===== src/rtl/msg_pkg.sv =====
package msg_pkg;

  // Host word width on both streams
  localparam int word_w = 32;

  typedef enum logic [7:0] {
    OP_COEFF = 8'd1,
    OP_BLOCK = 8'd2,
    OP_END   = 8'd255
  } opcode_e;

  // End of stream marker sent by the host
  localparam logic [word_w-1:0] end_word = '1;

  //****************************************
  // Two views of one host word
  //****************************************

  // Header view, valid while no block is open
  typedef struct packed {
    logic [7:0]         opcode;
    logic [7:0]         index;
    logic signed [15:0] value;
  } hdr_t;

  // Data view, valid inside a block
  typedef struct packed {
    logic signed [15:0] sample_hi;
    logic signed [15:0] sample_lo;
  } smp_t;

  typedef union packed {
    hdr_t hdr;
    smp_t smp;
  } host_word_u;

endpackage


===== src/rtl/proc_pkg.sv =====
package proc_pkg;

  // Operation kinds inside the pipeline
  typedef enum logic [1:0] {
    K_COEFF,
    K_DATA,
    K_END
  } op_kind_e;

  typedef logic signed [15:0] coeff_t;

  // Decoded operation, fields used per kind
  typedef struct packed {
    op_kind_e           kind;
    logic [7:0]         index;
    logic [15:0]        value;
    logic signed [15:0] sample_hi;
    logic signed [15:0] sample_lo;
  } dec_op_t;

  // Only K_DATA and K_END get here
  typedef struct packed {
    op_kind_e    kind;
    logic [31:0] value;
  } result_t;

endpackage


===== src/rtl/msg_fifo.sv =====
`timescale 1ns/100ps

module msg_fifo #(
  parameter int FIFO_DEPTH = 16
) (
  input  logic                       bus_clk,
  input  logic                       rst,
  input  logic [msg_pkg::word_w-1:0] din,
  input  logic                       wr_en,
  output logic                       full,
  output logic [msg_pkg::word_w-1:0] dout,
  input  logic                       rd_en,
  output logic                       empty
);

  localparam int addr_w = $clog2(FIFO_DEPTH);

  logic [msg_pkg::word_w-1:0] mem [FIFO_DEPTH];
  logic [addr_w-1:0]          wr_ptr;
  logic [addr_w-1:0]          rd_ptr;
  logic [addr_w:0]            count;
  logic                       do_wr;
  logic                       do_rd;

  // Overflowing writes and underflowing reads are dropped
  assign do_wr = wr_en && !full;
  assign do_rd = rd_en && !empty;

  assign full  = (count == (addr_w + 1)'(FIFO_DEPTH));
  assign empty = (count == '0);

  // Show-ahead output, head word is always on dout
  assign dout = mem[rd_ptr];

  always_ff @(posedge bus_clk) begin
    if (do_wr) begin
      mem[wr_ptr] <= din;
    end
  end

  always_ff @(posedge bus_clk) begin
    if (rst) begin
      wr_ptr <= '0;
      rd_ptr <= '0;
      count  <= '0;
    end else begin
      if (do_wr) begin
        wr_ptr <= wr_ptr + 1'b1;
      end
      if (do_rd) begin
        rd_ptr <= rd_ptr + 1'b1;
      end
      if (do_wr && !do_rd) begin
        count <= count + 1'b1;
      end else if (do_rd && !do_wr) begin
        count <= count - 1'b1;
      end
    end
  end

endmodule


===== src/rtl/msg_decode.sv =====
`timescale 1ns/100ps

module msg_decode #(
  parameter int NUM_COEFF = 4
) (
  input  logic                       bus_clk,
  input  logic                       rst,
  input  logic [msg_pkg::word_w-1:0] in_word,
  input  logic                       in_empty,
  output logic                       in_pop,
  output proc_pkg::dec_op_t          dec_op,
  output logic                       dec_valid,
  input  logic                       exec_ready
);

  localparam logic [7:0] idx_mask = 8'(NUM_COEFF - 1);

  msg_pkg::host_word_u w;
  proc_pkg::dec_op_t   nxt_op;
  logic                emit;
  logic                take;
  logic                is_end;
  logic [15:0]         blk_cnt;
  logic [7:0]          blk_idx;
  logic                stopped;

  assign w      = in_word;
  assign is_end = (in_word == msg_pkg::end_word);

  // Output register is free or draining this cycle
  assign take = !dec_valid || exec_ready;

  // After the end marker every word is drained and dropped
  assign in_pop = !in_empty && (stopped || take);

  //****************************************
  // Word classification
  //****************************************
  always_comb begin
    nxt_op = '0;
    emit   = 1'b0;
    if (blk_cnt != '0) begin
      nxt_op.kind      = proc_pkg::K_DATA;
      nxt_op.index     = blk_idx;
      nxt_op.sample_hi = w.smp.sample_hi;
      nxt_op.sample_lo = w.smp.sample_lo;
      emit             = !stopped;
    end else begin
      case (w.hdr.opcode)
        msg_pkg::OP_COEFF: begin
          nxt_op.kind  = proc_pkg::K_COEFF;
          nxt_op.index = w.hdr.index & idx_mask;
          nxt_op.value = w.hdr.value;
          emit         = !stopped;
        end
        msg_pkg::OP_END: begin
          // Opcode 255 alone is not enough, the whole word must match
          nxt_op.kind = proc_pkg::K_END;
          emit        = !stopped && is_end;
        end
        default: begin
          emit = 1'b0;
        end
      endcase
    end
  end

  always_ff @(posedge bus_clk) begin
    if (in_pop && emit) begin
      dec_op <= nxt_op;
    end
  end

  always_ff @(posedge bus_clk) begin
    if (rst) begin
      dec_valid <= 1'b0;
      blk_cnt   <= '0;
      blk_idx   <= '0;
      stopped   <= 1'b0;
    end else begin
      if (take) begin
        dec_valid <= in_pop && emit;
      end
      if (in_pop && !stopped) begin
        if (blk_cnt != '0) begin
          blk_cnt <= blk_cnt - 1'b1;
        end else if (w.hdr.opcode == msg_pkg::OP_BLOCK) begin
          blk_cnt <= w.hdr.value;
          blk_idx <= w.hdr.index & idx_mask;
        end else if (is_end) begin
          stopped <= 1'b1;
        end
      end
    end
  end

endmodule


===== src/rtl/coeff_execute.sv =====
`timescale 1ns/100ps

module coeff_execute #(
  parameter int NUM_COEFF = 4
) (
  input  logic              bus_clk,
  input  logic              rst,
  input  proc_pkg::dec_op_t dec_op,
  input  logic              dec_valid,
  output logic              exec_ready,
  output proc_pkg::result_t res,
  output logic              res_valid,
  input  logic              res_ready
);

  localparam int idx_w = $clog2(NUM_COEFF);

  proc_pkg::coeff_t   coeff [NUM_COEFF];
  logic [idx_w-1:0]   lo_idx;
  logic [idx_w-1:0]   hi_idx;
  logic signed [31:0] prod_lo;
  logic signed [31:0] prod_hi;
  logic signed [31:0] sum;
  logic               xfer;
  logic               is_load;

  assign exec_ready = !res_valid || res_ready;
  assign xfer       = dec_valid && exec_ready;
  assign is_load    = (dec_op.kind == proc_pkg::K_COEFF);

  // Pair index wraps within the table
  assign lo_idx = dec_op.index[idx_w-1:0];
  assign hi_idx = lo_idx + 1'b1;

  //****************************************
  // Two-product reduction
  //****************************************
  assign prod_lo = dec_op.sample_lo * coeff[lo_idx];
  assign prod_hi = dec_op.sample_hi * coeff[hi_idx];
  // Sum wraps at 32 bits
  assign sum     = prod_lo + prod_hi;

  always_ff @(posedge bus_clk) begin
    if (xfer && !is_load) begin
      res.kind  <= dec_op.kind;
      res.value <= (dec_op.kind == proc_pkg::K_DATA) ? sum : '0;
    end
  end

  always_ff @(posedge bus_clk) begin
    if (rst) begin
      res_valid <= 1'b0;
      for (int i = 0; i < NUM_COEFF; i++) begin
        coeff[i] <= '0;
      end
    end else begin
      if (exec_ready) begin
        res_valid <= xfer && !is_load;
      end
      // Loads only touch the table
      if (xfer && is_load) begin
        coeff[lo_idx] <= dec_op.value;
      end
    end
  end

endmodule


===== src/rtl/result_stage.sv =====
`timescale 1ns/100ps

module result_stage (
  input  logic                       bus_clk,
  input  logic                       rst,
  input  proc_pkg::result_t          res,
  input  logic                       res_valid,
  output logic                       res_ready,
  output logic [msg_pkg::word_w-1:0] out_data,
  output logic                       out_wr,
  input  logic                       out_full,
  input  logic                       out_empty,
  output logic                       eof
);

  logic end_seen;

  // Outbound queue space decides the handshake
  assign res_ready = !out_full;

  assign out_data = res.value;
  assign out_wr   = res_valid && !out_full && (res.kind == proc_pkg::K_DATA);

  // End reaches the host once the queue has drained
  assign eof = end_seen && out_empty;

  always_ff @(posedge bus_clk) begin
    if (rst) begin
      end_seen <= 1'b0;
    end else if (res_valid && res_ready && (res.kind == proc_pkg::K_END)) begin
      end_seen <= 1'b1;
    end
  end

endmodule


===== src/rtl/reducer_top.sv =====
`timescale 1ns/100ps

module reducer_top #(
  parameter int FIFO_DEPTH = 16,
  parameter int NUM_COEFF  = 4
) (
  input  logic                       bus_clk,
  input  logic                       rst,
  input  logic [msg_pkg::word_w-1:0] wr_data,
  input  logic                       wr_en,
  output logic                       wr_full,
  output logic [msg_pkg::word_w-1:0] rd_data,
  input  logic                       rd_en,
  output logic                       rd_empty,
  output logic                       rd_eof
);

  logic [msg_pkg::word_w-1:0] in_word;
  logic                       in_empty;
  logic                       in_pop;
  proc_pkg::dec_op_t          dec_op;
  logic                       dec_valid;
  logic                       exec_ready;
  proc_pkg::result_t          res;
  logic                       res_valid;
  logic                       res_ready;
  logic [msg_pkg::word_w-1:0] out_data;
  logic                       out_wr;
  logic                       out_full;

  //****************************************
  // Host to pipeline
  //****************************************
  msg_fifo #(.FIFO_DEPTH(FIFO_DEPTH)) u_in_fifo (
    .bus_clk (bus_clk),
    .rst     (rst),
    .din     (wr_data),
    .wr_en   (wr_en),
    .full    (wr_full),
    .dout    (in_word),
    .rd_en   (in_pop),
    .empty   (in_empty)
  );

  msg_decode #(.NUM_COEFF(NUM_COEFF)) u_msg_decode (
    .bus_clk    (bus_clk),
    .rst        (rst),
    .in_word    (in_word),
    .in_empty   (in_empty),
    .in_pop     (in_pop),
    .dec_op     (dec_op),
    .dec_valid  (dec_valid),
    .exec_ready (exec_ready)
  );

  coeff_execute #(.NUM_COEFF(NUM_COEFF)) u_coeff_execute (
    .bus_clk    (bus_clk),
    .rst        (rst),
    .dec_op     (dec_op),
    .dec_valid  (dec_valid),
    .exec_ready (exec_ready),
    .res        (res),
    .res_valid  (res_valid),
    .res_ready  (res_ready)
  );

  result_stage u_result_stage (
    .bus_clk   (bus_clk),
    .rst       (rst),
    .res       (res),
    .res_valid (res_valid),
    .res_ready (res_ready),
    .out_data  (out_data),
    .out_wr    (out_wr),
    .out_full  (out_full),
    .out_empty (rd_empty),
    .eof       (rd_eof)
  );

  //****************************************
  // Pipeline to host
  //****************************************
  msg_fifo #(.FIFO_DEPTH(FIFO_DEPTH)) u_out_fifo (
    .bus_clk (bus_clk),
    .rst     (rst),
    .din     (out_data),
    .wr_en   (out_wr),
    .full    (out_full),
    .dout    (rd_data),
    .rd_en   (rd_en),
    .empty   (rd_empty)
  );

endmodule


===== config.mk =====
export PLATFORM = sky130hd
export DESIGN_NAME = reducer_top
export DESIGN_NICKNAME = d
export VERILOG_FILES = /design/src/rtl/msg_pkg.sv /design/src/rtl/proc_pkg.sv /design/src/rtl/msg_fifo.sv /design/src/rtl/msg_decode.sv /design/src/rtl/coeff_execute.sv /design/src/rtl/result_stage.sv /design/src/rtl/reducer_top.sv
export SDC_FILE = /design/constraint.sdc
export NUM_CORES = 2
export LEC_CHECK = 0
export ABC_AREA = 1
export BUFFER_PORTS_ARGS = -buffer_cell sky130_fd_sc_hd__buf_4
export CORE_UTILIZATION = 40
export DETAILED_ROUTE_END_ITERATION = 10
export PLACE_DENSITY = 0.65
export SLEW_MARGIN = 20
export SYNTH_ARGS = -nofsm -noshare
export SYNTH_HDL_FRONTEND = slang
export SYNTH_HIERARCHICAL = 1
export SYNTH_SLANG_ARGS = --single-unit

===== constraint.sdc =====
create_clock -name bus_clk -period 9.4 [get_ports bus_clk]
set_input_delay 1.41 -clock bus_clk [delete_from_list [all_inputs] [get_ports bus_clk]]
set_output_delay 1.41 -clock bus_clk [all_outputs]
set_load 0.02 [all_outputs]

# ---- After elaboration in Yosys (flattened, before gate mapping)
# Memories as Yosys holds them, arrays and structs flattened. A register that Yosys moved wholly into a read port is not among the register bits.
# Cells that the tools add are included.
dict set report op_classes {
  reduce_logical 46
  eq_ne 9
  muxes 28
  bitwise_logic 3
  n_addsub 11
  mul 2
}
# operator n
set op_table {}
lappend op_table {{multiplier 16 x 16 -> 32 bit} 2}
lappend op_table {{2-to-1 mux 16 bit} 3}
lappend op_table {{adder 32 bit} 1}
lappend op_table {{equality test 32 bit (second input constant)} 1}
lappend op_table {{2-to-1 mux 5 bit} 4}
lappend op_table {{logical AND 1 bit} 19}
lappend op_table {{2-to-1 mux 18 bit} 1}
lappend op_table {{adder 4 x 1 -> 4 bit (second input constant)} 4}
lappend op_table {{2-to-1 mux 4 bit} 4}
lappend op_table {{nonzero test 16 bit} 1}
lappend op_table {{OR reduction 16 bit} 1}
lappend op_table {{subtractor 16 x 1 -> 16 bit (second input constant)} 1}
lappend op_table {{zero test 1 bit} 12}
lappend op_table {{2-to-1 mux 1 bit} 11}
lappend op_table {{adder 5 x 1 -> 5 bit (second input constant)} 2}
lappend op_table {{equality test 5 bit (second input constant)} 2}
lappend op_table {{zero test 5 bit} 2}
lappend op_table {{subtractor 5 x 1 -> 5 bit (second input constant)} 2}
lappend op_table {{equality test 8 x 1 -> 1 bit (second input constant)} 1}
lappend op_table {{equality test 8 x 2 -> 1 bit (second input constant)} 1}
lappend op_table {{equality test 8 bit (second input constant)} 1}
lappend op_table {{2-to-1 mux 2 bit} 4}
lappend op_table {{nonzero test 2 bit} 3}
lappend op_table {{equality test 2 x 1 -> 1 bit (second input constant)} 2}
lappend op_table {{10 further kinds} 14}
dict set report word_totals {
  ff_bits 134
  ram_bits 1088
  output_inout_bits 35
  in_bits 36
  elab_cells 121
  mem_count 3
}
# name words width read_ports rd_clocked_by_memory_dff wr line
set mem_list {}
lappend mem_list {u_in_fifo.mem 16 32 1 1 1 msg_fifo.sv:18} ;# logic [msg_pkg::word_w-1:0] mem [FIFO_DEPTH];
lappend mem_list {u_out_fifo.mem 16 32 1 1 1 msg_fifo.sv:18}
lappend mem_list {u_coeff_execute.coeff 4 16 2 1 4 coeff_execute.sv:18} ;# proc_pkg::coeff_t coeff [NUM_COEFF];

# ---- Depth between registers and ports, before layout
dict set report depth {
  depth_word 10
  mapped_depth 38
}

# ---- By module
# Netlist, hierarchy kept.
# module seq_area_each_um2 area_each_um2 n_inst cells_each
set by_module_without_submodules {}
lappend by_module_without_submodules {msg_fifo 15715.1 22935.7 2 2202}
lappend by_module_without_submodules {coeff_execute 2962.8 24260.8 1 2717}
lappend by_module_without_submodules {msg_decode 1961.9 3520.9 1 406}
lappend by_module_without_submodules {result_stage 20.0 312.8 1 45}

# ---- Worst setup path before layout
# Ideal clock, no wire load.
dict set report synth_timing {
  kind {register to register}
  from {register, netlist name u_msg_decode/dec_op[48]}
  to {register, netlist name u_coeff_execute/res[31]}
  n_path_buf 1
  path_stages_with_launch 29
  setup_time_ns 0.253
  synth_period_minus_slack_ns 7.434
  setup_slack_ns 1.966
  t_arrival_ns 7.181
  cell_sequence {edfxtp_1 > nor2_1 > inv_2 > buf_2 > o22ai_1 > a221oi_2 > nor2_1 > inv_1 > fa_1 > inv_1 > fa_1 > inv_1 > fa_1 > fa_1 > fa_1 > inv_1 > fa_1 > inv_1 > fa_1 > fa_1 > inv_1 > ha_1 > inv_1 > nor4_1 > nand3_1 > nand2_1 > nand2_1 > nand2_1 > nor2_1}
}
dict set report synth_between {
  elab_chain_len 4
}
# item line
set synth_lines {}
lappend synth_lines {{adder 2 x 1 -> 2 bit} coeff_execute.sv:33} ;# assign hi_idx = lo_idx + 1'b1;
lappend synth_lines {{memory (4 x 16 bit)} --}
lappend synth_lines {{multiplier 16 x 16 -> 32 bit} coeff_execute.sv:39} ;# assign prod_hi = dec_op.sample_hi * coeff[hi_idx];
lappend synth_lines {{adder 32 bit} coeff_execute.sv:41} ;# assign sum = prod_lo + prod_hi;
# Every way passes these cells.
# A chain may end at the register's enable or synchronous reset.

# ---- Final worst setup path
dict set report layout_timing {
  from {register, netlist name u_msg_decode/dec_op[49]}
  to {register, netlist name u_coeff_execute/res[22]}
}
dict set report layout_between {
  elab_chain_len 4
}
# item line
set layout_lines {}
lappend layout_lines {{adder 2 x 1 -> 2 bit} coeff_execute.sv:33}
lappend layout_lines {{memory (4 x 16 bit)} --}
lappend layout_lines {{multiplier 16 x 16 -> 32 bit} coeff_execute.sv:39}
lappend layout_lines {{adder 32 bit} coeff_execute.sv:41}
# Every way passes these cells.

==> run summary <==
FF+latch area - 36400 sq um
Post-CTS setup buffer count - 0
Die area - 187000 sq um
P&R area growth vs syn - 8.70%
Max Root-Sink Buffers - 3
Setup TNS - 0 ns
CP max stage delay - 0.78 ns
Mapped Area - 73900 sq um
Post-cts resize count - 0
Ports - 71
Crit path max-delay cell type - a221oi_2
Synthesized instance count - 7565
DIE HEIGHT - 432 um
Worst R2R Path Depth - 30
Worst Tran Pin Value - 1.14 ns
Outcome - completed
CP Launch Point - u_msg_decode/dec_op[49]
Ys Warns - 6
Vias in the first global route - 50100
Critical path class - flip-flop to flip-flop
Worst slew margin - 24.1%
Worst Min Path Start - u_msg_decode/blk_idx[1]
Worst-Skew Late Latency - 0.80 ns
Achievable frequency - 113 MHz
Unrepaired setup endpoints after global routing - no
WL per Instance - 19.4 um
Crit path DAT - 9.44 ns
Row count - 157
CP max FO - 27
Share of layout cells above drive strength 1 - 6.17%
Final WL - 196000 um
Initial core utilization - 40.3%
Die W - 432 um
Syn_nets - 8342
Worst R2R Setup Slack - 0.52 ns
Fin Clk Skew - 0.0617 ns
Routed Antenna Nets - 0
First-pass GRT wire length - 300000 um
Setup-failing EPs final - 0
Gpl congestion - 0.982
First-pass iteration count of the detailed router - 7
Hold crit path type - flip-flop to flip-flop
Worst reg2reg endpoint - u_coeff_execute/res[22]
CTS tree - built
Dpl hpwl - 127000 um
WHS Path Cells - 2
Critical path capture point type - flip-flop
CTS Hold Bufs - 0
DR vias - 50700
CTS Buf Count - 120
Critical path data required time - 9.96 ns
Global route overflow - 0
Hold Path Sink - u_msg_decode/blk_idx[1]
Final Hold Viols - 0
IO Port Bufs - 70
Area of the multi-input gates - 29400 sq um
Vias/cell - 5.02
Clock slew seen by the registers of the worst setup and hold paths - 0.06 ns
Initial antenna violation count - 6
Max_cap viols - 0
DRC - 0
Fin. max-slew vios - 0
Number of fill cells - 17100
Startpoint Class - flip-flop
Number of H-tree levels - 3
NumNets Final - 8317
Period utilization - 94.5%
GRT Overall Usage - 21.1%
Clock Sinks - 1230
Fin crit period - 8.88 ns
Root buffer cell - clkbuf_16
Most frequent CP cell - fa_1
Largest net degree at the start of global routing - 157
Syn Area/Cell - 9.77 sq um
Initial DRC Count - 4687
Core Region - 183000 sq um
Reg2Reg Launch Point - u_msg_decode/dec_op[49]
## how the worst max path moves through the flow
stage | to | slack [ns] | cells past startpoint
floorplan | u_coeff_execute/res[31] | 1.97 | 28
global placement | u_coeff_execute/res[31] | 0.71 | 31
detailed placement | u_coeff_execute/res[31] | 0.68 | 31
CTS | u_coeff_execute/res[31] | 0.66 | 31
global route | u_coeff_execute/res[31] | 0.12 | 31
finish | u_coeff_execute/res[22] | 0.52 | 30
## flip-flops by register name, summed over array words and instances (netlist names), 5 cells and up, named ones only
name / count
u_coeff_execute/coeff: 64
u_msg_decode/dec_op: 52
u_out_fifo/count: 5
u_coeff_execute/res: 34
u_in_fifo/mem: 512
u_msg_decode/blk_cnt: 16
u_out_fifo/mem: 512
u_in_fifo/count: 5
## worst max-delay path: cells and delay by family (launching register included)
kind                     cells  cell delay, ns
AND/OR/NAND/NOR              7            1.27
flip-flops                   1            0.48
AO/OA/AOI/OAI                4            1.28
buffers and inverters       10            1.33
adder cells (fa/ha/maj)      9            4.32
## stage by stage
step,util (%),std cells,hold WS (ns),cell area (sq um),setup WS [ns]
after floorplan,-,7565,0.435,73900,1.97
after global placement,41.8,9882,0.449,76600,0.707
after detailed placement,41.8,9882,0.460,76600,0.681
after CTS,43.8,10100,0.469,80300,0.661
after global routing,43.8,10100,0.489,80300,0.118
final,43.8,10100,0.468,80300,0.516
## final cells by class
cell class | count | area share (%)
diodes | 3 | 0.00934
multi-input cells | 4319 | 36.6
flip-flops and latches | 1230 | 45.3
inverters | 1695 | 7.94
well taps | 2464 | 3.84
clock inverters | 71 | 0.735
repair buffers | 174 | 1.67
clock buffers | 149 | 3.95
## metal layers
metal | global-route usage (%) | part of all wire [%] | vias to the layer above
li1 | - | - | 23400
met1 | 28.4 | 42 | 24900
met2 | 34.3 | 47 | 2097
met3 | 3.71 | 8.1 | 412
met4 | 7.56 | 3.6 | 2
met5 | 0 | 0.0056 | -
## cells in the final DEF (no fill, tap or decap), types with 51 or more instances in the layout
cell type / instances
nand3_1: 833
clkinv_1: 51
nand2_1: 1851
a21oi_1: 84
ha_1: 167
fa_1: 574
o21ai_0: 70
inv_1: 1655
nor2_1: 536
clkbuf_16: 120
buf_4: 171
edfxtp_1: 1174
Power is not shown: default switching activity piles up to over one toggle a cycle in this logic, so the estimate is an artifact.
